===== config.mk =====
export PLATFORM = sky130hd
export DESIGN_NAME = csr
export DESIGN_NICKNAME = d
export VERILOG_FILES = /design/src/csrPkg.sv /design/src/csrStatus.sv /design/src/csrMachine.sv /design/src/csrCounters.sv /design/src/csrFloat.sv /design/src/csr.sv
export SDC_FILE = /design/constraint.sdc
export NUM_CORES = 1
export LEC_CHECK = 0
export BUFFER_PORTS_ARGS = -buffer_cell sky130_fd_sc_hd__buf_2
export CAP_MARGIN = 20
export CELL_PAD_IN_SITES_DETAIL_PLACEMENT = 0
export CELL_PAD_IN_SITES_GLOBAL_PLACEMENT = 1
export CORE_MARGIN = 1
export CORE_UTILIZATION = 40
export CTS_BUF_LIST = sky130_fd_sc_hd__clkbuf_4 sky130_fd_sc_hd__clkbuf_8 sky130_fd_sc_hd__clkbuf_16
export DETAILED_ROUTE_END_ITERATION = 16
export PLACE_DENSITY_LB_ADDON = 0.1
export SYNTH_ARGS = -nofsm -noshare
export SYNTH_HDL_FRONTEND = slang
export SYNTH_HIERARCHICAL = 1
export SYNTH_SLANG_ARGS = --single-unit

===== constraint.sdc =====
create_clock -name clk -period 5.1 [get_ports clk]
set_input_delay 1.275 -clock clk [delete_from_list [all_inputs] [get_ports clk]]
set_output_delay 1.275 -clock clk [all_outputs]
set_load 0.1 [all_outputs]

===== src/csrPkg.sv =====
//////////////////////////////////////////////////////////////////////
// CSR shared definitions
//////////////////////////////////////////////////////////////////////

package csrPkg;

  // Data width of the core
  localparam int xlen = 32;

  // Privilege encodings, only U and M are implemented
  localparam logic [1:0] privU = 2'b00;
  localparam logic [1:0] privM = 2'b11;

  //////////////////////////////////////////////////////////////////////
  // CSR addresses
  //////////////////////////////////////////////////////////////////////

  // Machine information, trap setup and trap handling
  localparam logic [11:0] adrMstatus       = 12'h300;
  localparam logic [11:0] adrMisa          = 12'h301;
  localparam logic [11:0] adrMtvec         = 12'h305;
  localparam logic [11:0] adrMcountinhibit = 12'h320;
  localparam logic [11:0] adrMscratch      = 12'h340;
  localparam logic [11:0] adrMepc          = 12'h341;
  localparam logic [11:0] adrMcause        = 12'h342;
  localparam logic [11:0] adrMtval         = 12'h343;
  localparam logic [11:0] adrMhartid       = 12'hF14;

  // Machine counters, low and high halves
  localparam logic [11:0] adrMcycle        = 12'hB00;
  localparam logic [11:0] adrMinstret      = 12'hB02;
  localparam logic [11:0] adrMcycleh       = 12'hB80;
  localparam logic [11:0] adrMinstreth     = 12'hB82;

  // User floating-point status
  localparam logic [11:0] adrFflags        = 12'h001;
  localparam logic [11:0] adrFrm           = 12'h002;
  localparam logic [11:0] adrFcsr          = 12'h003;

  // MXL = 1 for RV32, extensions I, M, F and U
  localparam logic [xlen-1:0] misaValue   = 32'h4010_1120;
  localparam logic [xlen-1:0] hartIdValue = '0;

  // Instruction fields used by the CSR datapath
  localparam int opLsb     = 12;
  localparam int opMsb     = 13;
  localparam int immSelBit = 14;
  localparam int rs1Lsb    = 15;
  localparam int rs1Msb    = 19;
  localparam int adrLsb    = 20;
  localparam int adrMsb    = 31;

  // mstatus seen as one word or as its implemented fields
  typedef union packed {
    logic [xlen-1:0] raw;
    struct packed {
      logic [18:0] rsvdHigh;
      logic [1:0]  mpp;
      logic [2:0]  rsvdMid;
      logic        mpie;
      logic [2:0]  rsvdLow;
      logic        mie;
      logic [2:0]  rsvdBase;
    } f;
  } mstatusWordT;

endpackage


===== src/csrStatus.sv =====
//////////////////////////////////////////////////////////////////////
// mstatus and privilege mode
//////////////////////////////////////////////////////////////////////

`timescale 1ns/100ps

module csrStatus
  import csrPkg::*;
(
  input  logic            clk,
  input  logic            rstN,
  input  logic [11:0]     adr,
  input  logic [xlen-1:0] writeVal,
  input  logic            writeM,
  input  logic            trap,
  input  logic            mret,
  output logic [1:0]      privilege,
  output mstatusWordT     mstatus,
  output logic [xlen-1:0] readVal,
  output logic            legal
);

  mstatusWordT wrWord;
  logic        wrStatus;
  logic [1:0]  wrMpp;

  assign legal    = (adr == adrMstatus);
  assign wrStatus = writeM & legal;

  // Incoming software word, decoded by field
  always_comb begin
    wrWord.raw = writeVal;
  end

  // MPP is WARL, anything but M falls back to U
  assign wrMpp = (wrWord.f.mpp == privM) ? privM : privU;

  //////////////////////////////////////////////////////////////////////
  // Status update
  //////////////////////////////////////////////////////////////////////

  always_ff @(posedge clk) begin
    if (!rstN) begin
      mstatus.raw <= '0;
      privilege   <= privM;
    end else if (trap) begin
      // Stack the enable and the old mode
      mstatus.f.mpie <= mstatus.f.mie;
      mstatus.f.mie  <= 1'b0;
      mstatus.f.mpp  <= privilege;
      privilege      <= privM;
    end else if (mret) begin
      // Pop the stack, MPP drops to least privilege
      mstatus.f.mie  <= mstatus.f.mpie;
      mstatus.f.mpie <= 1'b1;
      mstatus.f.mpp  <= privU;
      privilege      <= mstatus.f.mpp;
    end else if (wrStatus) begin
      // Only implemented fields take the write
      mstatus.f.mie  <= wrWord.f.mie;
      mstatus.f.mpie <= wrWord.f.mpie;
      mstatus.f.mpp  <= wrMpp;
    end
  end

  // Reserved bits stay zero from reset
  assign readVal = legal ? mstatus.raw : '0;

endmodule


===== src/csrMachine.sv =====
//////////////////////////////////////////////////////////////////////
// Machine trap and identity registers
//////////////////////////////////////////////////////////////////////

`timescale 1ns/100ps

module csrMachine
  import csrPkg::*;
(
  input  logic            clk,
  input  logic            rstN,
  input  logic [11:0]     adr,
  input  logic [xlen-1:0] writeVal,
  input  logic            writeM,
  input  logic            trap,
  input  logic [xlen-1:0] pc,
  input  logic [xlen-1:0] cause,
  input  logic [xlen-1:0] tval,
  output logic [xlen-1:0] mtvec,
  output logic [xlen-1:0] mepc,
  output logic [xlen-1:0] mcountinhibit,
  output logic [xlen-1:0] readVal,
  output logic            legal
);

  logic [xlen-1:0] mcause;
  logic [xlen-1:0] mtval;
  logic [xlen-1:0] mscratch;
  logic            wrMepc;
  logic            wrMcause;
  logic            wrMtval;

  assign wrMepc   = writeM & (adr == adrMepc);
  assign wrMcause = writeM & (adr == adrMcause);
  assign wrMtval  = writeM & (adr == adrMtval);

  //////////////////////////////////////////////////////////////////////
  // Software-only registers
  //////////////////////////////////////////////////////////////////////

  always_ff @(posedge clk) begin
    if (!rstN) begin
      mtvec         <= '0;
      mscratch      <= '0;
      mcountinhibit <= '0;
    end else if (writeM) begin
      case (adr)
        // Direct mode only, base word aligned
        adrMtvec:         mtvec    <= {writeVal[xlen-1:2], 2'b00};
        adrMscratch:      mscratch <= writeVal;
        // CY and IR inhibit bits, TM does not exist
        adrMcountinhibit: mcountinhibit <= {{(xlen-3){1'b0}}, writeVal[2], 1'b0, writeVal[0]};
        default: ;
      endcase
    end
  end

  //////////////////////////////////////////////////////////////////////
  // Trap state
  //////////////////////////////////////////////////////////////////////

  // A trap wins over a software write
  always_ff @(posedge clk) begin
    if (!rstN) begin
      mepc   <= '0;
      mcause <= '0;
      mtval  <= '0;
    end else begin
      // IALIGN 16 view, bit 0 always clear
      if (trap) begin
        mepc <= {pc[xlen-1:1], 1'b0};
      end else if (wrMepc) begin
        mepc <= {writeVal[xlen-1:1], 1'b0};
      end
      if (trap) begin
        mcause <= cause;
      end else if (wrMcause) begin
        mcause <= writeVal;
      end
      if (trap) begin
        mtval <= tval;
      end else if (wrMtval) begin
        mtval <= writeVal;
      end
    end
  end

  // Read mux and address claim
  always_comb begin
    legal = 1'b1;
    case (adr)
      adrMisa:          readVal = misaValue;
      adrMhartid:       readVal = hartIdValue;
      adrMtvec:         readVal = mtvec;
      adrMscratch:      readVal = mscratch;
      adrMepc:          readVal = mepc;
      adrMcause:        readVal = mcause;
      adrMtval:         readVal = mtval;
      adrMcountinhibit: readVal = mcountinhibit;
      default: begin
        readVal = '0;
        legal   = 1'b0;
      end
    endcase
  end

endmodule


===== src/csrCounters.sv =====
//////////////////////////////////////////////////////////////////////
// Machine cycle and retire counters
//////////////////////////////////////////////////////////////////////

`timescale 1ns/100ps

module csrCounters
  import csrPkg::*;
(
  input  logic            clk,
  input  logic            rstN,
  input  logic [11:0]     adr,
  input  logic [xlen-1:0] writeVal,
  input  logic            writeM,
  input  logic            retire,
  input  logic [xlen-1:0] mcountinhibit,
  output logic [xlen-1:0] readVal,
  output logic            legal
);

  logic [63:0] mcycle;
  logic [63:0] minstret;
  logic        cycleInc;
  logic        instretInc;

  // Next count, a half write replaces the increment
  function automatic logic [63:0] nextCount(
    input logic [63:0]     count,
    input logic            inc,
    input logic            wrLo,
    input logic            wrHi,
    input logic [xlen-1:0] val
  );
    logic [63:0] next;
    next = count + {63'b0, inc};
    if (wrLo) begin
      next = {count[63:32], val};
    end else if (wrHi) begin
      next = {val, count[31:0]};
    end
    return next;
  endfunction

  // CY and IR inhibit bits
  assign cycleInc   = ~mcountinhibit[0];
  assign instretInc = retire & ~mcountinhibit[2];

  always_ff @(posedge clk) begin
    if (!rstN) begin
      mcycle   <= '0;
      minstret <= '0;
    end else begin
      mcycle   <= nextCount(mcycle, cycleInc, writeM & (adr == adrMcycle),
                            writeM & (adr == adrMcycleh), writeVal);
      minstret <= nextCount(minstret, instretInc, writeM & (adr == adrMinstret),
                            writeM & (adr == adrMinstreth), writeVal);
    end
  end

  // Half-word read view
  always_comb begin
    legal = 1'b1;
    case (adr)
      adrMcycle:    readVal = mcycle[31:0];
      adrMcycleh:   readVal = mcycle[63:32];
      adrMinstret:  readVal = minstret[31:0];
      adrMinstreth: readVal = minstret[63:32];
      default: begin
        readVal = '0;
        legal   = 1'b0;
      end
    endcase
  end

endmodule


===== src/csrFloat.sv =====
//////////////////////////////////////////////////////////////////////
// Floating-point flags and rounding mode
//////////////////////////////////////////////////////////////////////

`timescale 1ns/100ps

module csrFloat
  import csrPkg::*;
(
  input  logic            clk,
  input  logic            rstN,
  input  logic [11:0]     adr,
  input  logic [xlen-1:0] writeVal,
  input  logic            writeU,
  input  logic [4:0]      setFflags,
  input  logic            fpDone,
  output logic [2:0]      frm,
  output logic [xlen-1:0] readVal,
  output logic            legal
);

  logic [4:0] fflags;
  logic       isFcsr;
  logic       wrFflags;
  logic       wrFrm;

  // fcsr covers both fields at once
  assign isFcsr   = (adr == adrFcsr);
  assign wrFflags = writeU & ((adr == adrFflags) | isFcsr);
  assign wrFrm    = writeU & ((adr == adrFrm) | isFcsr);

  always_ff @(posedge clk) begin
    if (!rstN) begin
      fflags <= '0;
      frm    <= '0;
    end else begin
      // Sticky flags, software write has priority
      if (wrFflags) begin
        fflags <= writeVal[4:0];
      end else if (fpDone) begin
        fflags <= fflags | setFflags;
      end
      if (wrFrm) begin
        frm <= isFcsr ? writeVal[7:5] : writeVal[2:0];
      end
    end
  end

  assign legal   = (adr == adrFflags) | (adr == adrFrm) | isFcsr;
  assign readVal = (adr == adrFflags) ? {{(xlen-5){1'b0}}, fflags} :
                   (adr == adrFrm)    ? {{(xlen-3){1'b0}}, frm} :
                   isFcsr             ? {{(xlen-8){1'b0}}, frm, fflags} : '0;

endmodule


===== src/csr.sv =====
//////////////////////////////////////////////////////////////////////
// CSR file top level
//////////////////////////////////////////////////////////////////////

`timescale 1ns/100ps

module csr
  import csrPkg::*;
(
  input  logic            clk,
  input  logic            rstN,
  input  logic [31:0]     instr,
  input  logic [xlen-1:0] srcA,
  input  logic [xlen-1:0] pc,
  input  logic [xlen-1:0] cause,
  input  logic [xlen-1:0] tval,
  input  logic            csrRead,
  input  logic            csrWrite,
  input  logic            trap,
  input  logic            mret,
  input  logic            retire,
  input  logic [4:0]      setFflags,
  input  logic            fpDone,
  output logic [xlen-1:0] readVal,
  output logic            illegalAccess,
  output logic [1:0]      privilege,
  output logic [xlen-1:0] trapVector,
  output logic [xlen-1:0] returnPc,
  output logic [2:0]      frm
);

  logic [11:0]     adr;
  logic [1:0]      op;
  logic [xlen-1:0] src;
  logic [xlen-1:0] oldVal;
  logic [xlen-1:0] writeVal;
  logic [xlen-1:0] statusRead;
  logic [xlen-1:0] machineRead;
  logic [xlen-1:0] counterRead;
  logic [xlen-1:0] floatRead;
  logic            statusLegal;
  logic            machineLegal;
  logic            counterLegal;
  logic            floatLegal;
  logic            unknownAdr;
  logic            lowPrivilege;
  logic            readOnlyWrite;
  logic            illegalNow;
  logic            writeM;
  logic            writeU;
  logic [xlen-1:0] mcountinhibit;

  //////////////////////////////////////////////////////////////////////
  // Read-modify-write datapath
  //////////////////////////////////////////////////////////////////////

  assign adr = instr[adrMsb:adrLsb];
  assign op  = instr[opMsb:opLsb];

  always_comb begin
    // Register source or zero-extended uimm
    src = instr[immSelBit] ? {{(xlen-5){1'b0}}, instr[rs1Msb:rs1Lsb]} : srcA;
    case (op)
      2'b01:   writeVal = src;
      2'b10:   writeVal = oldVal | src;
      2'b11:   writeVal = oldVal & ~src;
      default: writeVal = oldVal;
    endcase
  end

  // Banks drive zero outside their own addresses
  assign oldVal = statusRead | machineRead | counterRead | floatRead;

  //////////////////////////////////////////////////////////////////////
  // Access check
  //////////////////////////////////////////////////////////////////////

  assign unknownAdr    = ~(statusLegal | machineLegal | counterLegal | floatLegal);
  // Address level above the current mode
  assign lowPrivilege  = adr[9:8] > privilege;
  // misa is fixed here, so it joins the read-only space
  assign readOnlyWrite = csrWrite & ((adr[11:10] == 2'b11) | (adr == adrMisa));
  assign illegalNow    = (csrRead | csrWrite) & (unknownAdr | lowPrivilege | readOnlyWrite);

  // Illegal writes are dropped before they reach a bank
  assign writeU = csrWrite & ~illegalNow;
  assign writeM = writeU & (privilege == privM);

  // Registered read port
  always_ff @(posedge clk) begin
    if (!rstN) begin
      readVal       <= '0;
      illegalAccess <= 1'b0;
    end else begin
      illegalAccess <= illegalNow;
      // Old value, hidden on a refused access
      if (csrRead) begin
        readVal <= illegalNow ? '0 : oldVal;
      end
    end
  end

  //////////////////////////////////////////////////////////////////////
  // Register banks
  //////////////////////////////////////////////////////////////////////

  csrStatus u_csrStatus (
    .clk, .rstN, .adr, .writeVal, .writeM, .trap, .mret,
    .privilege, .mstatus(), .readVal(statusRead), .legal(statusLegal)
  );

  csrMachine u_csrMachine (
    .clk, .rstN, .adr, .writeVal, .writeM, .trap, .pc, .cause, .tval,
    .mtvec(trapVector), .mepc(returnPc), .mcountinhibit,
    .readVal(machineRead), .legal(machineLegal)
  );

  csrCounters u_csrCounters (
    .clk, .rstN, .adr, .writeVal, .writeM, .retire, .mcountinhibit,
    .readVal(counterRead), .legal(counterLegal)
  );

  csrFloat u_csrFloat (
    .clk, .rstN, .adr, .writeVal, .writeU, .setFflags, .fpDone,
    .frm, .readVal(floatRead), .legal(floatLegal)
  );

endmodule


# Word level (Yosys, flattened, before mapping)
# Index checks and enable logic that the tools add are counted.
[classes] addsub=2 order_cmp=1 n_eq_ne=24 muxes=33 n_bitwise=38 n_reduce_logical=12
[op_table] operator="$mux 32" count=12
[op_table] operator="$pmux 32 s7" count=1
[op_table] operator="$add 64x1->64" count=2
[op_table] operator="$mux 64" count=2
[op_table] operator="$or 32x32->32" count=4
[op_table] operator="$pmux 32 s4" count=1
[op_table] operator="$eq 12x10->1 const B" count=8
[op_table] operator="$pmux 32 s3" count=1
[op_table] operator="$eq 12x12->1 const B" count=5
[op_table] operator="$and 32x32->32" count=1
[op_table] operator="$not 32->32" count=1
[op_table] operator="$eq 12x2->1 const B" count=2
[op_table] operator="$and 1x1->1" count=15
[op_table] operator="$mux 13" count=1
[op_table] operator="$eq 12x1->1 const B" count=1
[op_table] operator="$or 1x1->1" count=11
[op_table] operator="$eq 2x2->1 const B" count=5
[op_table] operator="$mux 5" count=2
[op_table] operator="$reduce_bool 2->1" count=5
[op_table] operator="$mux 2" count=4
[op_table] operator="$mux 8" count=1
[op_table] operator="$reduce_or 8->1" count=1
[op_table] operator="$mux 1" count=7
[op_table] operator="$reduce_and 2->1" count=3
[op_table] operator="9 further kinds" count=14
[totals] reg_bits=334 inputBits=173

# Logic depth before layout (Yosys ltp)
# Gate-level depths: netlist (run 1).
[depth] word_depth=17 mapped_depth=18

# Cells and area by module
# Netlist (run 1), hierarchy kept.
[by_module_without_submodules] mod="csrCounters" instances=1 cells_each=1178 area_per_inst_um2=9100.0 seq_area_each_um2=2562.5
[by_module_without_submodules] mod="csrMachine" instances=1 cells_each=966 area_per_inst_um2=7928.9 seq_area_each_um2=3183.1
[by_module_without_submodules] mod="csr" instances=1 cells_each=308 area_per_inst_um2=2538.7 seq_area_each_um2=660.6
[by_module_without_submodules] mod="csrStatus" instances=1 cells_each=102 area_per_inst_um2=812.0 seq_area_each_um2=120.1
[by_module_without_submodules] mod="csrFloat" instances=1 cells_each=99 area_per_inst_um2=750.7 seq_area_each_um2=160.2

# Least setup slack after synthesis (run 1)
# Ideal clock, no wire load.
[synth_path] kind="input to register" start="in instr[22]" end="reg u_csrCounters.minstret[15]" setup_time_ns=0.128 arrival_time_ns=4.673 required_time_ns=4.972 path_slack_ns=0.299 path_stages=18 path_buffers=5 path_cell_list="clkbuf_1 > and4bb_2 > and2_1 > clkbuf_1 > clkbuf_1 > a21oi_1 > o31ai_1 > or4_4 > nand3_1 > nor3_1 > nand2_1 > or4_1 > buf_2 > clkbuf_1 > o21ai_0 > nand2_1 > a221oi_1 > nor2_1"
[synth_via] elab_chain_len=15 word_cells_on_any_way=47 cone_classes="eq/ne (17); mux (7); bitwise (21); reduce/logical (2)"
[synth_lines] item="start, declared" line_no="csr.sv:12" source="input logic [31:0] instr,"
[synth_lines] item="$eq 12x10->1 or $eq 12x12->1 (tied branches)" line_no="csrMachine.sv:91" source="case (adr)"
[synth_lines] item="$reduce_or 8->1 (no line) *"
[synth_lines] item="$mux 1 *" line_no="csrMachine.sv:91"
[synth_lines] item="via machineLegal" line_no="csr.sv:42" source="logic machineLegal;"
[synth_lines] item="$or 1x1->1 * (3 in a row)" line_no="csr.sv:78" source="assign unknownAdr = ~(statusLegal | machineLegal | counterLegal | floatLegal);"
[synth_lines] item="$not 1->1 *" line_no="csr.sv:78"
[synth_lines] item="$or 1x1->1 * (2 in a row)" line_no="csr.sv:83" source="assign illegalNow = (csrRead | csrWrite) & (unknownAdr | lowPrivilege | readOnlyWrite);"
[synth_lines] item="$and 1x1->1 *" line_no="csr.sv:83"
[synth_lines] item="$not 1->1 *" line_no="csr.sv:86" source="assign writeU = csrWrite & ~illegalNow;"
[synth_lines] item="$and 1x1->1 *" line_no="csr.sv:86"
[synth_lines] item="$and 1x1->1 *" line_no="csr.sv:87" source="assign writeM = writeU & (privilege == privM);"
[synth_lines] item="via writeM" line_no="csr.sv:49" source="logic writeM;"
[synth_lines] item="$and 1x1->1, on equally long branches" line_no="csrCounters.sv:56, csrCounters.sv:55"
[synth_lines] item="$ne 2x1->1 (no line) or $mux 32 (tied branches)"
[synth_lines] item="end signal, assigned" line_no="csrCounters.sv:55" source="minstret <= nextCount(minstret, instretInc, writeM & (adr == adrMinstret),"
[synth_lines] item="end, declared" line_no="csrCounters.sv:22" source="logic [63:0] minstret;"
# The timed path passes the listed nets; every way through them passes the cells marked *.
# A chain may end at the register's enable or synchronous reset.

# Worst setup path after layout (run 1)
[layout_path] start="in instr[22]" end="reg u_csrCounters.mcycle[31]"
[layout_via] elab_chain_len=15 word_cells_on_any_way=47 cone_classes="eq/ne (17); mux (7); bitwise (21); reduce/logical (2)"
[layout_lines] item="$eq 12x10->1 or $eq 12x12->1 (tied branches)" line_no="csrMachine.sv:91"
[layout_lines] item="$reduce_or 8->1 (no line) *"
[layout_lines] item="$mux 1 *" line_no="csrMachine.sv:91"
[layout_lines] item="via machineLegal" line_no="csr.sv:42"
[layout_lines] item="$or 1x1->1 * (3 in a row)" line_no="csr.sv:78"
[layout_lines] item="$not 1->1 *" line_no="csr.sv:78"
[layout_lines] item="$or 1x1->1 * (2 in a row)" line_no="csr.sv:83"
[layout_lines] item="$and 1x1->1 *" line_no="csr.sv:83"
[layout_lines] item="$not 1->1 *" line_no="csr.sv:86"
[layout_lines] item="$and 1x1->1 *" line_no="csr.sv:86"
[layout_lines] item="$and 1x1->1 *" line_no="csr.sv:87"
[layout_lines] item="via writeM" line_no="csr.sv:49"
[layout_lines] item="$and 1x1->1, on equally long branches" line_no="csrCounters.sv:54, csrCounters.sv:53"
[layout_lines] item="$ne 2x1->1 (no line) or $mux 32 (tied branches)"
[layout_lines] item="end signal, assigned" line_no="csrCounters.sv:53" source="mcycle <= nextCount(mcycle, cycleInc, writeM & (adr == adrMcycle),"
[layout_lines] item="end, declared" line_no="csrCounters.sv:21" source="logic [63:0] mcycle;"
# Marked as above.

==> results.md, run 1 <==
* First-pass GRT wire length at 125 mm
* Vias in the first global route at between 15000 and 20000
* Crit path cell chain: buf_2 -> and4bb_2 -> and2_1 -> a21oi_1 -> o31ai_1 -> or4_4 -> nand3_1 -> nor3_1 -> buf_4 -> nand2b_1 -> nor4_4 -> buf_12 -> nor3_2 -> nand4_1 -> mux2_2 -> a21oi_1
* RSZ-0062 raised after global routing: false
* Clock sink total at about 330
* Final ANT Viol Nets at 0
* CP arrival at slightly below 5 ns
* Vias at ~21000
* I/O Pins at ~280
* Synth Instances at 2595
* Pwr Density at 277 mW/mm^2
* HP Class: register to register
* FMAX at 230 MHz
* Skew final at slightly below 0.03 ns
* Routed Wire Length at between 80 and 90 mm
* Clock transition at path regs at around 0.06 ns
* Starting density of the core at 0.409
* Largest delay contributor family on the critical path: simple AND/OR/NAND/NOR gates
* Worst setup endpoint: u_csrCounters/mcycle[31]
* Latest clock arrival within the worst-skew pair at around 0.59 ns
* Status: finished clean
* Top cell by count, worst path: a21oi_1
* Final Hold Fails at 0
* Post-Syn Area per Cell at around 8 um^2
* # fillers at 5037
* Slew Viols, Final at 0
* Worst setup path category: input port to register
* Final setup viols at 0
* Drt wl/cell at 24.0 um
* Reg2Reg Setup Slack at 1.73 ns
* Maxcap violations at 0
* Period utilization at 0.851
* VDD IR-drop max at roughly 0.24 mV
* Critical Path Fanout Max at 24
* Initial DRC Count at approximately 2100
* DRC errors left at 0
* Worst-Margin Slew at about 1.3 ns
* DP HPWL at ~62 mm
* Die X at ~230 um
* Hold_buf cts at 0
* Critical Path Max Stage Delay at approximately 0.67 ns
* Capturing point of the worst reg2reg path: u_csrCounters/minstret[27]
* CTS buffer count at 43
* CP max-delay cell: nor3_2
* Pleak at ~9.4 nW
* Post-CTS Setup Bufs at 0
* PortBufs at 258
* Total grt overflow at 0
* Setup crit end kind: register
* Vias per cell at between 6 and 7
* Util after Layout at 0.481
* Nets@finish at roughly 3000
* CTS resizes at 0
* Worst r2r src: u_csrStatus/privilege[1]
* Gpl congestion at about 0.94
* Final worst slack at about 0.76 ns
* CORE AREA at around 0.05 mm^2
* Share of layout cells above drive strength 1 at 0.205
* Critical Path Start Type: input port
* FF-to-FF path depth at 15
* CTS Buffer Depth at 3
* CP Launch Point: instr[22]
* # placed instances at between 3000 and 4000
* Hold Slack at 0.447 ns
* Ant diodes at 0
* Worst Path Required at between 5 and 6 ns
* Largest net degree at the start of global routing at approximately 190
* Post-Route Setup TNS at 0 ns
* Chip height at ~230 um
* Area delta synth->final at 17.5%
* CP Depth at 16
* Pre-CTS setup slack at 0.173 ns
* Buf/Inv on CP at 3
* Drt pass-1 iters at 6
* CTS tree: built
* CTS root buffer: clkbuf_16
* Max_slew headroom at 0.125
* Initial antenna violation count at 0
* Tot GR Track Use at 0.309
* H-tree depth at 2
* Die ar. at 0.0526 mm^2
* Cell Rows at around 80
* Synth Cell Area at a little over 0.02 mm^2
* Yosys warnings at 6
* Tmin final at ~4.3 ns
* Final non-filler cell total at 3509
-- where the power goes --
part           internal, mW  total [mW]  switching, mW
clock network          1.81        3.07           1.26
logic                 0.299       0.952          0.653
registers              2.68        2.72         0.0484
total                  4.79        6.75           1.96
-- worst min path at each step --
stage                                   to              startpoint  slack, ns  cells past startpoint
finish                          readVal[2]              readVal[2]       0.45                      2
global route                   readVal[25]             readVal[25]       0.47                      2
CTS                             readVal[2]              readVal[2]       0.45                      2
detailed placement              readVal[2]              readVal[2]       0.44                      2
global placement               readVal[22]             readVal[22]       0.44                      2
floorplan           u_csrStatus/mstatus[7]  u_csrStatus/mstatus[7]       0.44                      2
-- tightest hold or removal path, delay by kind of cell (launching register included) --
family	cells	cell delay, ns
DFF	1	0.32
AOI/OAI and AO/OA	1	0.04
and+or+nand+nor	1	0.06
-- metrics by stage --
step	total power [mW]	area, um^2
final	6.75	24300
after global routing	6.96	24300
after CTS	6.77	24300
after detailed placement	3.71	22900
after global placement	3.70	22900
after floorplan	3.37	20900
-- sequential cells by signal, indices dropped and copies added, names as in the netlist, 2 cells and up --
| register | cells |
|---|---|
| u_csrCounters/mcycle | 64 |
| u_csrCounters/minstret | 64 |
| readVal | 32 |
| u_csrMachine/mcause | 32 |
| u_csrMachine/mscratch | 32 |
| u_csrMachine/mtval | 32 |
| u_csrMachine/mepc | 31 |
| u_csrMachine/mtvec | 30 |
| u_csrFloat/fflags | 5 |
| u_csrStatus/mstatus | 4 |
| u_csrFloat/frm | 3 |
| u_csrMachine/mcountinhibit | 2 |
| u_csrStatus/privilege | 2 |
-- metal layers --
| layer | routed length, um | share of wire | global-route usage |
|---|---|---|---|
| met1 | 38000 | 0.45 | 0.433 |
| met4 | 2650 | 0.031 | 0.109 |
| met5 | 0 | 0 | 0 |
| met2 | 38000 | 0.45 | 0.481 |
| met3 | 5590 | 0.066 | 0.0412 |
-- layout by cell type (no fill, tap or decap), types with 10 or more instances in the layout --
master and n:
a211oi_1 26, a21boi_1 30, a21oi_1 254, a221oi_1 10, a22o_1 28, a22oi_1 11
a31oi_1 50, a32oi_1 18, a41oi_1 13, and2_1 29, and3_1 20, and4_1 20
buf_12 16, buf_2 254, buf_4 119, clkbuf_16 44, clkbuf_4 12, conb_1 55
dfxtp_1 334, inv_1 20, mux2_2 14, mux2i_1 145, mux4_2 32, nand2_1 297
nand2b_1 34, nand3_1 87, nand4_1 69, nor2_1 108, nor2b_1 80, nor3_1 51
nor4_1 58, o21ai_0 229, o21ai_2 30, o221ai_1 34, o22ai_1 30, or3_1 14
or4_1 10, xor2_1 10
-- layout make-up --
cell class              count  area (um^2)  area share
well taps                 672          841      0.0346
inverters                  22         82.6     0.00340
clock inverters            10         93.8     0.00386
multi-input cells        2017        12800       0.527
clock buffers              64         1300      0.0535
flip-flops and latches    334         6690       0.275
repair buffers            390         2500       0.103
Note: power is estimated with default switching activity, not from simulation.
==> inputs of run 2 (changes only) <==
Settings changed: REMOVE_ABC_BUFFERS set to 1.
==> run 2 against run 1 <==
  * Core utilization rose by 0.21 points
  * Sequential power barely moved
  * Register-to-register slack got worse by 0.02 ns
  * Total power barely moved
  * Largest cell class unchanged
==> results.md, run 2 (same netlist as run 1, synthesis figures left out) <==
* Status: finished clean
* Pwr Density at 276 mW/mm^2 (-0.38%)
* Power, Total at 6.75 mW (about the same)
* H-tree depth at 2 (unchanged)
* Post-Route Setup TNS at 0 ns (unchanged)
* Tot GR Track Use at 0.320 (+0.0118)
* Drt wl/cell at 24.9 um (+3.6%)
* Final setup viols at 0 (unchanged)
* # placed instances at 3438 (+0.12%)
* DRC errors left at 0 (unchanged)
* Clock transition at path regs at 0.06 ns (about the same)
* Tmin final at 4.40 ns (+0.0558 ns)
* Final ANT Viol Nets at 0 (unchanged)
* Cell Rows at 82 (unchanged)
* DP HPWL at 62.2 mm (+1.1%)
* Worst r2r src: u_csrStatus/privilege[1]
* Worst hold start: readVal[1]
* Vias in the first global route at 19900 (+1.8%)
* I/O Pins at 275 (unchanged)
* First-pass GRT wire length at 129 mm (+3.2%)
* Final instance area at 0.0244 mm^2 (+0.43%)
* CORE AREA at 0.0506 mm^2 (unchanged)
* Final Hold Fails at 0 (unchanged)
* Skew final at 0.0212 ns (-0.00775 ns)
* Die X at 229 um (unchanged)
* Pre-CTS setup slack at 0.216 ns (+0.0433 ns)
* FF-to-FF path depth at 15 (unchanged)
* Final worst slack at 0.702 ns (-0.0558 ns)
* Initial DRC Count at 2002 (-2.9%)
* CTS buffer count at 43 (unchanged)
* Die ar. at 0.0526 mm^2 (unchanged)
* Maxcap violations at 0 (unchanged)
* Vias per cell at 6.18 (+1.2%)
* Period utilization at 0.862 (+0.0109)
* Reg2Reg Setup Slack at 1.71 ns (-0.02 ns)
* RSZ-0062 raised after global routing: false
* FMAX at 227 MHz (-1.3%)
* HP Class: register to register
* Util after Layout at 0.483 (+0.00208)
* Critical Path Start Type: input port
* Hold_buf cts at 0 (unchanged)
* Nets@finish at 2991 (+0.13%)
* Drt pass-1 iters at 6 (unchanged)
* Hold Crit Endpoint: readVal[1]
* Largest net degree at the start of global routing at 109 (-44%)
* Clock sink total at 334 (unchanged)
* Hold Slack at 0.448 ns (+0.000195 ns)
* PortBufs at 258 (unchanged)
* Most common cell after layout, fill and taps aside: dfxtp_1
* Final non-filler cell total at 3515 (+0.17%)
* Area delta synth->final at 18.0%
* Capturing point of the worst reg2reg path: u_csrCounters/minstret[31]
* Worst Path Required at 5.58 ns (-0.04 ns)
* Slew Viols, Final at 0 (unchanged)
* Largest registers: u_csrCounters/mcycle x64, u_csrCounters/minstret x64
* Vias at 21700 (+1.4%)
* Hold Path Stages at 2 (unchanged)
* Pleak at 9.41 nW (+0.50%)
* Post-CTS Setup Bufs at 0 (unchanged)
* Latest clock arrival within the worst-skew pair at 0.58 ns (about the same)
* Setup crit end kind: register
* CTS Buffer Depth at 3 (unchanged)
* Critical Path Fanout Max at 8 (-67%)
* Post-DP Area at 0.0230 mm^2 (+0.46%)
* Gpl congestion at 0.924 (-1.5%)
* CP arrival at 4.88 ns (+0.02 ns)
* Worst-Margin Slew at 1.19 ns (-0.125 ns)
* CTS root buffer: clkbuf_16
* Total grt overflow at 0 (unchanged)
* Commonest cells after routing, fill and taps aside: dfxtp_1 (334), nand2_1 (297), buf_2 (255)
* Max_slew headroom at 0.208 (+0.0831)
* Worst setup path category: input port to register
* VDD IR-drop max at 0.210 mV (-14%)
* Share of layout cells above drive strength 1 at 0.207 (+0.00175)
* Chip height at 229 um (unchanged)
* Starting density of the core at 0.409 (unchanged)
* CTS tree: built
* CTS resizes at 0 (unchanged)
* Routed Wire Length at 87.4 mm (+3.8%)
* Initial antenna violation count at 1 (+1)
## run 2: how the worst max path moves through the flow
stage	start	end	slack, ns
after floorplan	instr[25]	u_csrCounters/mcycle[31]	-2.61
after global placement	instr[27]	u_csrCounters/minstret[31]	0.22
after detailed placement	instr[27]	u_csrCounters/minstret[31]	0.22
after CTS	instr[27]	u_csrCounters/minstret[31]	0.79
after global routing	instr[29]	u_csrCounters/mcycle[31]	0.56
final	instr[27]	u_csrStatus/mstatus[7]	0.70
## run 2: layout make-up
type / count / area [um^2]
sequential: 334 / 6690
fill: 4997 / 26200
timing repair buffer: 394 / 2590
tap: 672 / 841
multi-input combinational: 2017 / 12800
inverter: 22 / 82.6
antenna: 1 / 2.50
clock buffer: 65 / 1320
clock inverter: 10 / 92.6
## run 2: power by group
group	switching (mW)	total, mW	internal, mW
combinational	0.654	0.957	0.302
clock	1.24	3.07	1.83
sequential	0.0482	2.72	2.68
## run 2: per-layer routing
metal,GRT usage,vias to the layer above,part of all wire
li1,-,10000,-
met1,0.453,10600,0.44
met2,0.499,970,0.45
met3,0.0466,135,0.078
met4,0.101,0,0.028
met5,0,-,0
## run 2: critical path: stages
cell	delay (ns)
buf_4	0.17
buf_4	0.18
or4_1	0.57
or4_1	0.55
nor2_8	0.29
a22o_1	0.20
nor4_1	0.09
o221ai_1	0.93
nor2_1	0.08
o21ai_0	0.22
o311ai_0	0.20
o41ai_1	0.11
